<file path="config.mk">
export PLATFORM = sky130hd
export DESIGN_NAME = rv_pipe_top
export DESIGN_NICKNAME = d
export VERILOG_FILES = /design/src/common/rv_pkg.sv /design/src/decode/decode_stage.sv /design/src/decode/inst_decoder.sv /design/src/decode/reg_file.sv /design/src/execute/execute_stage.sv /design/src/hdl/fetch_stage.sv /design/src/hdl/mem_wb_stage.sv /design/src/hdl/rv_pipe_top.sv
export SDC_FILE = /design/constraint.sdc
export NUM_CORES = 2
export LEC_CHECK = 0
export BUFFER_PORTS_ARGS = -buffer_cell sky130_fd_sc_hd__buf_2
export CAP_MARGIN = 5
export CORE_ASPECT_RATIO = 0.7
export CORE_MARGIN = 2
export CORE_UTILIZATION = 30
export CTS_BUF_LIST = sky130_fd_sc_hd__clkbuf_2 sky130_fd_sc_hd__clkbuf_4 sky130_fd_sc_hd__clkbuf_8
export DETAILED_ROUTE_END_ITERATION = 16
export PLACE_DENSITY = 0.52
export SKIP_CTS_REPAIR_TIMING = 1
export SLEW_MARGIN = 40
export SYNTH_ARGS = -nofsm -noshare
export SYNTH_HDL_FRONTEND = slang
export SYNTH_SLANG_ARGS = --single-unit
export TNS_END_PERCENT = 100
</file>
<file path="constraint.sdc">
create_clock -name clk -period 5.71 [get_ports clk]
set_input_delay 0.571 -clock clk [delete_from_list [all_inputs] [get_ports clk]]
set_output_delay 0.571 -clock clk [all_outputs]
set_load 0.01 [all_outputs]
</file>
<file path="src/common/rv_pkg.sv">
// rv_pkg: shared widths, types, encodings and reset values for the RV32I pipeline
package rv_pkg;

  localparam int XLEN      = 32;  // Data and address width
  localparam int REG_COUNT = 32;  // Architectural registers x0..x31

  typedef logic [4:0]      reg_idx_t;  // Register index
  typedef logic [XLEN-1:0] word_t;     // Data / address word

  // Reset and fetch constants
  localparam word_t RESET_PC = 32'h0000_0000;
  localparam word_t PC_STEP  = 32'h0000_0004;
  localparam word_t NOP_INST = 32'h0000_0013;  // addi x0,x0,0

  // Major opcodes, inst[6:0]
  typedef enum logic [6:0] {
    OP_R     = 7'b0110011,  // Register-register ALU
    OP_IMM   = 7'b0010011,  // Register-immediate ALU
    OP_LOAD  = 7'b0000011,  // lw
    OP_STORE = 7'b0100011,  // sw
    OP_LUI   = 7'b0110111,
    OP_AUIPC = 7'b0010111
  } opcode_e;

  // ALU operations
  typedef enum logic [3:0] {
    ALU_ADD = 4'd0,
    ALU_SUB = 4'd1,
    ALU_AND = 4'd2,
    ALU_OR  = 4'd3,
    ALU_XOR = 4'd4,
    ALU_SLL = 4'd5,
    ALU_SRL = 4'd6,
    ALU_SRA = 4'd7   // Arithmetic right shift
  } alu_op_e;

  // First ALU operand source
  typedef enum logic [1:0] {
    OPA_RS1  = 2'd0,  // Forwarded rs1
    OPA_PC   = 2'd1,  // For auipc
    OPA_ZERO = 2'd2   // For lui
  } opa_sel_e;

endpackage

</file>
<file path="src/decode/decode_stage.sv">
// decode_stage: register read, load-use hazard detection and the ID/EX pipeline register
`timescale 1ns/1ps

module decode_stage import rv_pkg::*; (
  input  logic     clk,
  input  logic     reset,
  input  word_t    id_pc,
  input  word_t    id_inst,
  input  logic     wb_we,         // Writeback port
  input  reg_idx_t wb_rd,
  input  word_t    wb_data,
  output logic     stall,         // To fetch
  output word_t    ex_pc,
  output reg_idx_t ex_rs1,
  output reg_idx_t ex_rs2,
  output word_t    ex_rs1_data,
  output word_t    ex_rs2_data,
  output word_t    ex_imm,
  output reg_idx_t ex_rd,
  output alu_op_e  ex_alu_op,
  output opa_sel_e ex_opa_sel,
  output logic     ex_use_imm,
  output logic     ex_reg_write,
  output logic     ex_mem_load,
  output logic     ex_mem_write
);

  reg_idx_t rs1;
  reg_idx_t rs2;
  reg_idx_t rd;
  word_t    imm;
  alu_op_e  alu_op;
  opa_sel_e opa_sel;
  logic     use_imm;
  logic     reg_write;
  logic     mem_load;
  logic     mem_write;
  word_t    rs1_data;
  word_t    rs2_data;

  inst_decoder i_dec (
    .inst      (id_inst),
    .rs1       (rs1),
    .rs2       (rs2),
    .rd        (rd),
    .imm       (imm),
    .alu_op    (alu_op),
    .opa_sel   (opa_sel),
    .use_imm   (use_imm),
    .reg_write (reg_write),
    .mem_load  (mem_load),
    .mem_write (mem_write)
  );

  reg_file i_rf (
    .clk      (clk),
    .we       (wb_we),
    .rs1      (rs1),
    .rs2      (rs2),
    .rd       (wb_rd),
    .rd_data  (wb_data),
    .rs1_data (rs1_data),
    .rs2_data (rs2_data)
  );

  // Load in execute feeding either source field here.
  // Raw fields are compared, so an unused field may cause a spare stall
  assign stall = ex_mem_load && ex_reg_write && (ex_rd == rs1 || ex_rd == rs2);

  // Control half of ID/EX, cleared on reset and on a bubble
  always_ff @(posedge clk or posedge reset)
  begin
    if (reset)
    begin
      ex_reg_write <= 1'b0;
      ex_mem_load  <= 1'b0;
      ex_mem_write <= 1'b0;
    end
    else if (stall)
    begin
      ex_reg_write <= 1'b0;  // Bubble
      ex_mem_load  <= 1'b0;
      ex_mem_write <= 1'b0;
    end
    else
    begin
      ex_reg_write <= reg_write;
      ex_mem_load  <= mem_load;
      ex_mem_write <= mem_write;
    end
  end

  // Payload half; content of a bubble is don't-care
  always_ff @(posedge clk)
  begin
    ex_pc       <= id_pc;
    ex_rs1      <= rs1;
    ex_rs2      <= rs2;
    ex_rs1_data <= rs1_data;
    ex_rs2_data <= rs2_data;
    ex_imm      <= imm;
    ex_rd       <= rd;
    ex_alu_op   <= alu_op;
    ex_opa_sel  <= opa_sel;
    ex_use_imm  <= use_imm;
  end

endmodule

</file>
<file path="src/decode/inst_decoder.sv">
// inst_decoder: maps an RV32I instruction to its control set and sign-extended immediate
`timescale 1ns/1ps

module inst_decoder import rv_pkg::*; (
  input  word_t    inst,
  output reg_idx_t rs1,
  output reg_idx_t rs2,
  output reg_idx_t rd,
  output word_t    imm,
  output alu_op_e  alu_op,
  output opa_sel_e opa_sel,
  output logic     use_imm,    // Operand b from imm
  output logic     reg_write,
  output logic     mem_load,
  output logic     mem_write
);

  opcode_e    opcode;
  logic [2:0] funct3;
  logic       alt;       // funct7[5], sub / sra select
  logic       writes_rd; // Opcode writes a register
  word_t      imm_i;
  word_t      imm_s;
  word_t      imm_u;

  assign opcode = opcode_e'(inst[6:0]);
  assign funct3 = inst[14:12];
  assign alt    = inst[30];
  assign rs1    = inst[19:15];
  assign rs2    = inst[24:20];
  assign rd     = inst[11:7];

  assign imm_i = {{20{inst[31]}}, inst[31:20]};
  assign imm_s = {{20{inst[31]}}, inst[31:25], inst[11:7]};
  assign imm_u = {inst[31:12], 12'b0};

  // Register-register and register-immediate ALU ops share funct3 decoding
  always_comb
  begin
    unique case (funct3)
      3'b000:  alu_op = (opcode == OP_R && alt) ? ALU_SUB : ALU_ADD; // No subi
      3'b001:  alu_op = ALU_SLL;
      3'b100:  alu_op = ALU_XOR;
      3'b101:  alu_op = alt ? ALU_SRA : ALU_SRL;
      3'b110:  alu_op = ALU_OR;
      3'b111:  alu_op = ALU_AND;
      default: alu_op = ALU_ADD;  // slt/sltu not supported
    endcase
    // Address and upper-immediate forms all add
    if (opcode != OP_R && opcode != OP_IMM)
      alu_op = ALU_ADD;
  end

  always_comb
  begin
    imm       = imm_i;
    opa_sel   = OPA_RS1;
    use_imm   = 1'b1;
    writes_rd = 1'b0;
    mem_load  = 1'b0;
    mem_write = 1'b0;
    case (opcode)
      OP_R:
      begin
        use_imm   = 1'b0;
        writes_rd = 1'b1;
      end
      OP_IMM:   writes_rd = 1'b1;  // Shift amount sits in imm[4:0]
      OP_LOAD:
      begin
        writes_rd = 1'b1;
        mem_load  = 1'b1;
      end
      OP_STORE:
      begin
        imm       = imm_s;
        mem_write = 1'b1;
      end
      OP_LUI:
      begin
        imm       = imm_u;
        opa_sel   = OPA_ZERO;  // 0 + imm
        writes_rd = 1'b1;
      end
      OP_AUIPC:
      begin
        imm       = imm_u;
        opa_sel   = OPA_PC;    // pc + imm
        writes_rd = 1'b1;
      end
      default:  use_imm = 1'b0;  // Unknown opcode acts as nop
    endcase
  end

  // x0 is never written
  assign reg_write = writes_rd && (rd != '0);

endmodule

</file>
<file path="src/decode/reg_file.sv">
// reg_file: 32 x 32 integer register file, two reads and one write with write-through
`timescale 1ns/1ps

module reg_file import rv_pkg::*; (
  input  logic     clk,
  input  logic     we,
  input  reg_idx_t rs1,
  input  reg_idx_t rs2,
  input  reg_idx_t rd,
  input  word_t    rd_data,
  output word_t    rs1_data,
  output word_t    rs2_data
);

  word_t regs [REG_COUNT];  // regs[0] never read

  always_ff @(posedge clk)
  begin
    if (we)
      regs[rd] <= rd_data;  // Written at end of writeback cycle
  end

  // Same-cycle write returns the new value
  always_comb
  begin
    if (rs1 == '0)                rs1_data = '0;
    else if (we && rd == rs1)     rs1_data = rd_data;
    else                          rs1_data = regs[rs1];

    if (rs2 == '0)                rs2_data = '0;
    else if (we && rd == rs2)     rs2_data = rd_data;
    else                          rs2_data = regs[rs2];
  end

endmodule

</file>
<file path="src/execute/execute_stage.sv">
// execute_stage: operand forwarding, integer ALU and the EX/MEM pipeline register
`timescale 1ns/1ps

module execute_stage import rv_pkg::*; (
  input  logic     clk,
  input  logic     reset,
  input  word_t    ex_pc,
  input  reg_idx_t ex_rs1,
  input  reg_idx_t ex_rs2,
  input  word_t    ex_rs1_data,
  input  word_t    ex_rs2_data,
  input  word_t    ex_imm,
  input  reg_idx_t ex_rd,
  input  alu_op_e  ex_alu_op,
  input  opa_sel_e ex_opa_sel,
  input  logic     ex_use_imm,
  input  logic     ex_reg_write,
  input  logic     ex_mem_load,
  input  logic     ex_mem_write,
  input  logic     wb_we,           // Writeback forwarding source
  input  reg_idx_t wb_rd,
  input  word_t    wb_data,
  output word_t    mem_alu_result,  // Also the data memory address
  output word_t    mem_store_data,
  output logic     mem_write,
  output logic     mem_load,
  output logic     mem_reg_write,
  output reg_idx_t mem_rd
);

  word_t      rs1_fwd;
  word_t      rs2_fwd;  // Feeds operand b and store data
  word_t      op_a;
  word_t      op_b;
  logic [4:0] shamt;
  word_t      alu_result;

  // Youngest producer wins. A load never sits in memory with a
  // consumer here because decode stalls that pair
  function automatic word_t forward_operand(input reg_idx_t src, input word_t rf_value);
    word_t value;
    if (mem_reg_write && mem_rd == src)
      value = mem_alu_result;
    else if (wb_we && wb_rd == src)
      value = wb_data;
    else
      value = rf_value;
    return value;
  endfunction

  assign rs1_fwd = forward_operand(ex_rs1, ex_rs1_data);
  assign rs2_fwd = forward_operand(ex_rs2, ex_rs2_data);

  always_comb
  begin
    unique case (ex_opa_sel)
      OPA_PC:   op_a = ex_pc;
      OPA_ZERO: op_a = '0;
      default:  op_a = rs1_fwd;
    endcase
  end

  assign op_b  = ex_use_imm ? ex_imm : rs2_fwd;
  assign shamt = op_b[4:0];  // Upper bits ignored for shifts

  always_comb
  begin
    unique case (ex_alu_op)
      ALU_SUB: alu_result = op_a - op_b;
      ALU_AND: alu_result = op_a & op_b;
      ALU_OR:  alu_result = op_a | op_b;
      ALU_XOR: alu_result = op_a ^ op_b;
      ALU_SLL: alu_result = op_a << shamt;
      ALU_SRL: alu_result = op_a >> shamt;
      ALU_SRA: alu_result = word_t'($signed(op_a) >>> shamt);  // Sign fill
      default: alu_result = op_a + op_b;  // ALU_ADD
    endcase
  end

  // EX/MEM controls
  always_ff @(posedge clk or posedge reset)
  begin
    if (reset)
    begin
      mem_write     <= 1'b0;
      mem_load      <= 1'b0;
      mem_reg_write <= 1'b0;
    end
    else
    begin
      mem_write     <= ex_mem_write;
      mem_load      <= ex_mem_load;
      mem_reg_write <= ex_reg_write;
    end
  end

  // EX/MEM payload
  always_ff @(posedge clk)
  begin
    mem_alu_result <= alu_result;
    mem_store_data <= rs2_fwd;
    mem_rd         <= ex_rd;
  end

endmodule

</file>
<file path="src/hdl/fetch_stage.sv">
// fetch_stage: program counter and IF/ID register, both frozen during a load-use stall
`timescale 1ns/1ps

module fetch_stage import rv_pkg::*; (
  input  logic  clk,
  input  logic  reset,
  input  logic  stall,    // Hold pc and IF/ID
  input  word_t inst,     // Instruction at pc
  output word_t pc,
  output word_t id_pc,
  output word_t id_inst
);

  // Sequential fetch only, no redirect
  always_ff @(posedge clk or posedge reset)
  begin
    if (reset)
    begin
      pc <= RESET_PC;
    end
    else if (!stall)
    begin
      pc <= pc + PC_STEP;
    end
  end

  // IF/ID starts as a nop so decode sees nothing after reset
  always_ff @(posedge clk or posedge reset)
  begin
    if (reset)
    begin
      id_pc   <= RESET_PC;
      id_inst <= NOP_INST;
    end
    else if (!stall)
    begin
      id_pc   <= pc;
      id_inst <= inst;  // Word at pc this cycle
    end
  end

endmodule

</file>
<file path="src/hdl/mem_wb_stage.sv">
// mem_wb_stage: MEM/WB pipeline register and selection of the write-back value
`timescale 1ns/1ps

module mem_wb_stage import rv_pkg::*; (
  input  logic     clk,
  input  logic     reset,
  input  word_t    mem_alu_result,
  input  word_t    mem_rdata,      // Load data, same cycle as address
  input  logic     mem_load,
  input  logic     mem_reg_write,
  input  reg_idx_t mem_rd,
  output logic     wb_we,
  output reg_idx_t wb_rd,
  output word_t    wb_data         // To register file and forwarding
);

  logic  wb_load;
  word_t wb_alu_result;
  word_t wb_rdata;

  always_ff @(posedge clk or posedge reset)
  begin
    if (reset)
    begin
      wb_we   <= 1'b0;
      wb_load <= 1'b0;
    end
    else
    begin
      wb_we   <= mem_reg_write;
      wb_load <= mem_load;
    end
  end

  always_ff @(posedge clk)
  begin
    wb_rd         <= mem_rd;
    wb_alu_result <= mem_alu_result;
    wb_rdata      <= mem_rdata;  // Captured at end of memory cycle
  end

  assign wb_data = wb_load ? wb_rdata : wb_alu_result;

endmodule

</file>
<file path="src/hdl/rv_pipe_top.sv">
// rv_pipe_top: five-stage RV32I integer pipeline with instruction and data memory ports
`timescale 1ns/1ps

module rv_pipe_top import rv_pkg::*; (
  input  logic  clk,
  input  logic  reset,
  output word_t pc,         // Instruction fetch address
  input  word_t inst,       // Instruction at pc, same cycle
  output word_t mem_addr,   // Data memory address
  output word_t mem_wdata,  // Store data
  output logic  mem_write,  // Store strobe
  input  word_t mem_rdata   // Load data for mem_addr, same cycle
);

  // IF/ID
  word_t    id_pc;
  word_t    id_inst;
  logic     stall;  // Load-use hold

  // ID/EX
  word_t    ex_pc;
  reg_idx_t ex_rs1;
  reg_idx_t ex_rs2;
  word_t    ex_rs1_data;
  word_t    ex_rs2_data;
  word_t    ex_imm;
  reg_idx_t ex_rd;
  alu_op_e  ex_alu_op;
  opa_sel_e ex_opa_sel;
  logic     ex_use_imm;
  logic     ex_reg_write;
  logic     ex_mem_load;
  logic     ex_mem_write;

  // EX/MEM controls not leaving the core
  logic     mem_load;
  logic     mem_reg_write;
  reg_idx_t mem_rd;

  // MEM/WB
  logic     wb_we;
  reg_idx_t wb_rd;
  word_t    wb_data;

  fetch_stage i_fetch (
    .clk     (clk),
    .reset   (reset),
    .stall   (stall),
    .inst    (inst),
    .pc      (pc),
    .id_pc   (id_pc),
    .id_inst (id_inst)
  );

  decode_stage i_decode (
    .clk          (clk),
    .reset        (reset),
    .id_pc        (id_pc),
    .id_inst      (id_inst),
    .wb_we        (wb_we),
    .wb_rd        (wb_rd),
    .wb_data      (wb_data),
    .stall        (stall),
    .ex_pc        (ex_pc),
    .ex_rs1       (ex_rs1),
    .ex_rs2       (ex_rs2),
    .ex_rs1_data  (ex_rs1_data),
    .ex_rs2_data  (ex_rs2_data),
    .ex_imm       (ex_imm),
    .ex_rd        (ex_rd),
    .ex_alu_op    (ex_alu_op),
    .ex_opa_sel   (ex_opa_sel),
    .ex_use_imm   (ex_use_imm),
    .ex_reg_write (ex_reg_write),
    .ex_mem_load  (ex_mem_load),
    .ex_mem_write (ex_mem_write)
  );

  // EX/MEM outputs go straight to the data memory
  execute_stage i_execute (
    .clk            (clk),
    .reset          (reset),
    .ex_pc          (ex_pc),
    .ex_rs1         (ex_rs1),
    .ex_rs2         (ex_rs2),
    .ex_rs1_data    (ex_rs1_data),
    .ex_rs2_data    (ex_rs2_data),
    .ex_imm         (ex_imm),
    .ex_rd          (ex_rd),
    .ex_alu_op      (ex_alu_op),
    .ex_opa_sel     (ex_opa_sel),
    .ex_use_imm     (ex_use_imm),
    .ex_reg_write   (ex_reg_write),
    .ex_mem_load    (ex_mem_load),
    .ex_mem_write   (ex_mem_write),
    .wb_we          (wb_we),
    .wb_rd          (wb_rd),
    .wb_data        (wb_data),
    .mem_alu_result (mem_addr),
    .mem_store_data (mem_wdata),
    .mem_write      (mem_write),
    .mem_load       (mem_load),
    .mem_reg_write  (mem_reg_write),
    .mem_rd         (mem_rd)
  );

  mem_wb_stage i_mem_wb (
    .clk            (clk),
    .reset          (reset),
    .mem_alu_result (mem_addr),
    .mem_rdata      (mem_rdata),
    .mem_load       (mem_load),
    .mem_reg_write  (mem_reg_write),
    .mem_rd         (mem_rd),
    .wb_we          (wb_we),
    .wb_rd          (wb_rd),
    .wb_data        (wb_data)
  );

endmodule

</file>
### Word level (Yosys, flattened, before mapping)

Memory sizes are Yosys's and may differ from the RTL's. A register that Yosys moved wholly into a read port is not among the register bits.
Index checks and enable logic that the tools add are counted.

| word-level totals | value |
|---|---|
| flip-flop bits (word level) | 328 |
| latch bits | 0 |
| RAM bits | 1024 |
| bits in read-only memories | 0 |
| bits of input ports | 66 |
| output and inout bits | 97 |
| logic and storage cells | 102 |
| memories kept | 1 |

Memories:

| name | depth | width | rd ports | clocked after memory_dff | write ports | RTL line | source |
|---|---|---|---|---|---|---|---|
| i_decode.i_rf.regs | 32 | 32 | 2 | 2 | 1 | reg_file.sv:15 | `word_t regs [REG_COUNT];` |

| cells by class | value |
|---|---|
| add/subtract/negate cells | 3 |
| multipliers | 0 |
| divide/modulo/power cells | 0 |
| magnitude comparators | 0 |
| equality and inequality tests | 28 |
| shifts and indexed selects | 3 |
| mux-type cells | 22 |
| bitwise logic cells | 3 |
| reductions and logical operators | 17 |

Operators with widths:

| cell | count |
|---|---|
| 32-bit one-hot mux with 7 select lines | 1 |
| 32-bit two-way mux | 6 |
| 32-bit one-hot mux with 2 select lines | 1 |
| 31-bit one-hot mux with 2 select lines | 1 |
| 32-bit by 3-bit adder with 32-bit output (second input constant) | 1 |
| 32-bit adder | 1 |
| 32-bit bitwise AND | 1 |
| 32-bit OR | 1 |
| 32-bit by 5-bit left shift with 32-bit output | 1 |
| 32-bit by 5-bit right shift with 32-bit output | 1 |
| 32-bit by 5-bit >>> shifter with 32-bit output | 1 |
| 32-bit subtractor | 1 |
| 32-bit bitwise XOR | 1 |
| 5-bit == test | 6 |
| 7-bit by 6-bit == test with 1-bit output (second input constant) | 3 |
| 3-bit one-hot mux with 6 select lines | 1 |
| 4-bit by 3-bit == test with 1-bit output (second input constant) | 4 |
| 7-bit by 5-bit == test with 1-bit output (second input constant) | 2 |
| 3-bit == test (second input constant) | 4 |
| 1-bit two-way mux | 11 |
| 5-bit logical NOT | 2 |
| 5-bit OR reduction | 2 |
| 1-bit logical AND | 9 |
| 4-bit by 2-bit == test with 1-bit output (second input constant) | 2 |
| 12 further kinds | 12 |

### Longest topological paths before layout

| logic depth | value |
|---|---|
| depth after elaboration | 7 |
| mapped depth | 26 |
| mapped depth without buffers | 23 |

### Modules after synthesis

From an unflattened synthesis, not the netlist that was laid out.

| unflattened totals | value |
|---|---|
| cells, all modules | 4718 |
| area total of the unflattened synthesis | 68953.6 sq um |

Modules (own cells, without submodules):

| module | instances | cells an instance | area each (sq um) | sequential area each (sq um) |
|---|---|---|---|---|
| reg_file | 1 | 2543 | 47709.5 | 30749.5 |
| execute_stage | 1 | 1540 | 11687.5 | 1456.4 |
| fetch_stage | 1 | 258 | 3681.0 | 2306.0 |
| decode_stage | 1 | 176 | 3251.9 | 3078.0 |
| mem_wb_stage | 1 | 108 | 1979.4 | 1431.4 |
| inst_decoder | 1 | 93 | 644.4 | 0.0 |

### Worst setup path before layout

No wires, ideal clock.

| path | value |
|---|---|
| path kind | reg-to-reg |
| start | register i_mem_wb.wb_rd[0] |
| end | register i_execute.mem_alu_result[30] |
| library setup time | 139 ps |
| arrival | 5643 ps |
| data required time | 5571 ps |
| setup slack | -72 ps |
| stages on the path, launching flop included | 26 |
| path buffers | 4 |
| clock period less this slack | 5782 ps |
| path through | dfxtp_1 buf_4 xnor2_1 nand4_2 nor2_2 mux2_2 a221oi_4 buf_2 buf_2 buf_2 ha_1 and4_1 and2_1 a21oi_1 xnor2_1 ha_1 a21o_1 a211oi_1 o21ai_0 a21oi_1 nor3_1 a311oi_1 o31a_1 o21ai_0 xnor2_1 o2111ai_1 |

| on the way | value |
|---|---|
| cells in the longest elaborated chain, start to end | 7 |
| elaborated cells on any way between the ends | 19 |
| classes of those cells | add/sub (2); eq/ne (2); shift (3); mux (7); bitwise (3); reduce/logical (2) |

Ends and longest elaborated chain:

| element | RTL line | source |
|---|---|---|
| start: declaration | mem_wb_stage.sv:13 | `output reg_idx_t wb_rd,` |
| start signal: assignment | mem_wb_stage.sv:37 | `wb_rd <= mem_rd;` |
| 5-bit == test | execute_stage.sv:44 | `else if (wb_we && wb_rd == src)` |
| 1-bit logical AND | execute_stage.sv:44 |  |
| 32-bit two-way mux | execute_stage.sv:44 |  |
| 32-bit two-way mux | execute_stage.sv:42 | `if (mem_reg_write && mem_rd == src)` |
| 32-bit one-hot mux with 2 select lines / 32-bit two-way mux (equally long branches) | execute_stage.sv:56, execute_stage.sv:63 |  |
| 32-bit adder, or another cell as far along | execute_stage.sv:76 | `default: alu_result = op_a + op_b;` |
| 32-bit one-hot mux with 7 select lines * | execute_stage.sv:68 | `unique case (ex_alu_op)` |
| named net i_execute.alu_result[30] | execute_stage.sv:36 | `word_t alu_result;` |
| end signal: assignment | execute_stage.sv:100 | `mem_alu_result <= alu_result;` |
| end: declaration | execute_stage.sv:23 | `output word_t mem_alu_result,` |

The timed path passes the listed nets; every way through them passes the cells marked *.
A chain may end at the register's enable or synchronous reset.

### Worst setup path in the final report

| path | value |
|---|---|
| start | register i_decode.ex_rs2[2] |
| end | register i_execute.mem_alu_result[23] |

| on the way | value |
|---|---|
| cells in the longest elaborated chain, start to end | 7 |
| elaborated cells on any way between the ends | 16 |
| classes of those cells | add/sub (2); eq/ne (2); shift (3); mux (4); bitwise (3); reduce/logical (2) |

Ends and longest elaborated chain:

| element | RTL line | source |
|---|---|---|
| start: declaration | decode_stage.sv:15 | `output reg_idx_t ex_rs2,` |
| start signal: assignment | decode_stage.sv:98 | `ex_rs2 <= rs2;` |
| 5-bit == test | execute_stage.sv:44 |  |
| 1-bit logical AND | execute_stage.sv:44 |  |
| 32-bit two-way mux | execute_stage.sv:44 |  |
| 32-bit two-way mux * | execute_stage.sv:42 |  |
| 32-bit two-way mux * | execute_stage.sv:63 | `assign op_b = ex_use_imm ? ex_imm : rs2_fwd;` |
| 32-bit adder, or another cell as far along | execute_stage.sv:76 |  |
| 32-bit one-hot mux with 7 select lines * | execute_stage.sv:68 |  |
| named net i_execute.alu_result[23] | execute_stage.sv:36 |  |

Marks and branches as above.

==> results.yml <==
timing:
  maxSlewHeadroom_pct: 36.1
  post-route-min-period_ps: 5550
  worst_slack_ps: 158
  worst_clock_skew_ps: 91.6
  post-route-period-util_pct: 97.2
  fmax_mhz: 180
  rsz0062_at_grt: "true"
  finalMaxSlewViolations: 0
  tightest_slew_ps: 932
  finalSetupViolCount: 0
  hold_viol: 0
synthesis:
  yosysMostFrequentCell: "edfxtp_1"
  syn-cell-area_sq_um: 68300
  ys_ff_latch: 1409
  synth-xor-area-share_pct: 1.63
  synthArstFlopShare_pct: 7.10
  synth_cell_types: 89
  synthAdderAreaFrac_pct: 1.84
  postSynthAreaPerCell_sq_um: 15.4
  synth_ff_type: "edfxtp_1"
  synth-seq-area-share_pct: 57.0
  synth_top_area_share_pct: 45.0
  synth_commonest_cells: "edfxtp_1 (1024), mux4_2 (578), dfxtp_1 (285), nor2_1 (277), mux2i_1 (266)"
  yosysWarnings: 0
  synthTopCellsByArea: "edfxtp_1 (45%), mux4_2 (19%), dfxtp_1 (8.3%), mux2i_1 (3.9%), dfrtp_1 (3.6%)"
  synthMuxAreaShare_pct: 25.8
  synth_edf_count: 1024
  synthSimpleGateAreaFrac_pct: 4.81
  synth_top_family_by_area: "multiplexers"
  synth_compound_area_share_pct: 6.60
  synth_top_area_cell: "edfxtp_1"
  synthCells: 4442
placement:
  gp_congestion: 1.03
  dpl-instance-area_sq_um: 75300
  pre_cts_slack_ps: -244
  hpwl_mm: 185
  port_buffers: 160
setup_path:
  crit_type: "reg -> reg"
  cp_max_fo: 24
  critPathLaunchType: "flop"
  slowest_delay_ps: 430
  cpMostUsedCell: "buf_4"
  crit_required_ps: 6520
  path_cells: "xnor2_2, nand4_4, nor2_4, mux2_2, a221oi_4, buf_4, and4_4, and2_1, a21oi_1, xnor2_1, ha_1, buf_4, a22o_1, nor4_2, buf_4, a211oi_2, buf_4, buf_4, or3_1, a21oi_2, xnor2_1, nor2_1, a211o_1"
  end_kind: "flop"
  regToRegSetupSlack_ps: 160
  r2r-end: "i_execute.mem_alu_result[23]"
  worst_ep_arrival_time_ps: 6360
  r2r_cells: 23
  r2r_start: "i_decode.ex_rs2[2]"
  critical-path-slowest-cell: "buf_4"
  crit_path_start: "i_decode.ex_rs2[2]"
floorplanning:
  start_util_pct: 30.2
  die_area_sq_um: 232000
  num_io_pins: 163
  rows: 146
  die-width_um: 574
  die_h_um: 403
  core_area_sq_um: 226000
route:
  vias: 46300
  vias_per_cell: 5.66
  detail-route-antenna-nets: 0
  drt-initial-drc-count: 6017
  drt-total-wl_mm: 275
  drc: 0
  drtPass1Iterations: 9
  wl_per_cell_um: 33.6
clocking:
  clock-sinks: 1409
  root_buffer: "clkbuf_8"
  h-tree-depth: 4
  clock_latency_ps: 950
  cts_tree: "yes"
  cts.clk_slew.worst_paths_ps: 70
  cts_buffers: 221
  clockBufferDepth: 4
grt:
  overflow: 0
  grt_usage_pct: 23.1
  grt_max_degree: 85
  antenna_found_initial: 16
  grt_pass1_vias: 44900
  grt_pass1_wl_mm: 373
power:
  power_density_nw_per_um2: 354
  ir_drop_mv: 0.213
  total_power_mw: 28.7
  cellLeakagePower_nw: 28.6
final_layout:
  fin_area_sq_um: 81100
  fin_util_pct: 35.8
  final_nets: 5139
  synthToLayoutAreaGrowth_pct: 18.7
  drive_above_1_share_pct: 35.4
outcome:
  status: "completed"
job:
  cap_violations: 0
worst_hold_path:
  whs_path_depth: 2
  worstHoldStart: "mem_rdata[8]"
  worstHoldEndpoint: "i_mem_wb.wb_rdata[8]"
  hold_path.class: "in -> reg"
placed cells by master, fill, tap and decap left out, types with 13 or more instances in the layout:
cell type	instances
edfxtp_1	1024
mux4_2	578
buf_4	349
dfxtp_1	280
mux2i_1	265
clkbuf_8	241
nor2_1	237
nand2_1	218
a21oi_1	186
mux2_2	170
buf_2	160
o21ai_0	109
ha_1	99
xnor2_1	88
dfrtp_1	86
inv_1	72
dlygate4sd3_1	65
clkbuf_4	64
o211ai_1	43
and3_1	41
a221oi_1	39
nor2_4	38
nand3_1	37
clkinv_2	37
xor2_1	35
clkinv_1	33
a211oi_1	33
a32o_1	31
a21o_1	29
nor3_1	26
a22oi_1	26
buf_12	24
o22ai_1	23
buf_6	23
and2_1	18
bufinv_16	14
nand4_1	13
worst max path at each step:
stage / endpoint / slack, ps / cells past startpoint
2_1_floorplan: i_execute.mem_alu_result[30] / 0.9 / 25
3_5_place_dp: i_execute.mem_alu_result[30] / -240 / 25
5_1_grt: i_execute.mem_alu_result[23] / -80 / 27
3_3_place_gp: i_execute.mem_alu_result[30] / -220 / 25
4_1_cts: i_execute.mem_alu_result[30] / -310 / 25
6_report: i_execute.mem_alu_result[23] / 160 / 23
critical path: cells and delay by family, from the launching register on:
family                   cells  cell delay (ps)
multiplexers                 1              420
XOR/XNOR                     3              530
flip-flops                   1              340
adder cells (fa/ha/maj)      1              340
AO/OA/AOI/OAI                6             1130
buffers and inverters        5             1070
AND/OR/NAND/NOR              7             1550
kinds of logic after synthesis:
family | Yosys count
other | 1
muxes | 1015
buffers and inverters | 405
adders and majority gates | 100
and+or+nand+nor | 722
DFF | 1409
AOI/OAI and AO/OA | 663
xor gates and xnor gates | 127
sequential cells by signal (all words and copies together), names as in the netlist, 2 cells and up:
signal,count
i_decode.ex_rs1_data,32
i_fetch.id_pc,30
i_mem_wb.wb_alu_result,32
i_decode.ex_rs2,5
i_execute.mem_rd,5
i_decode.ex_pc,30
i_decode.ex_imm,32
i_execute.mem_store_data,32
i_decode.ex_opa_sel,2
i_fetch.id_inst,32
i_fetch.pc,30
i_mem_wb.wb_rd,5
i_execute.mem_alu_result,32
i_mem_wb.wb_rdata,32
i_decode.ex_rs1,5
i_decode.ex_alu_op,3
i_decode.ex_rd,5
i_decode.ex_rs2_data,32
i_decode.i_rf.regs,1024
routing by layer:
metal | track usage [%] | part of all wire (%) | routed length, um
met1 | 35.2 | 45 | 125000
met2 | 32.3 | 41 | 114000
met3 | 6.19 | 11 | 29800
met4 | 5.26 | 2.3 | 6320
met5 | 0 | 0.025 | 69
where the power goes:
part	switching (mW)	leakage (nW)	internal [mW]	total, mW
sequential	0.606	12.9	12.5	13.1
clock	4.26	2.44	4.94	9.20
combinational	4.27	13.3	2.13	6.40
total	9.13	28.6	19.6	28.7
stage by stage:
step	cells	hold WS [ps]	setup TNS [ps]
final	8191	259	0
after detailed placement	7700	350	-653
after global routing	8187	231	-214
after floorplan	4443	331	0
after CTS	8101	-347	-1100
after global placement	7691	346	-483
final cells by class:
type	instances	area, sq um
multi-input combinational	2630	28400
clock buffer	305	3800
antenna	6	15.0
fill	21500	145000
clock inverter	96	832
timing repair buffer	627	4950
sequential	1409	39000
tap	3034	3800
inverter	84	320
No activity file was read; power rests on OpenSTA's default activity.
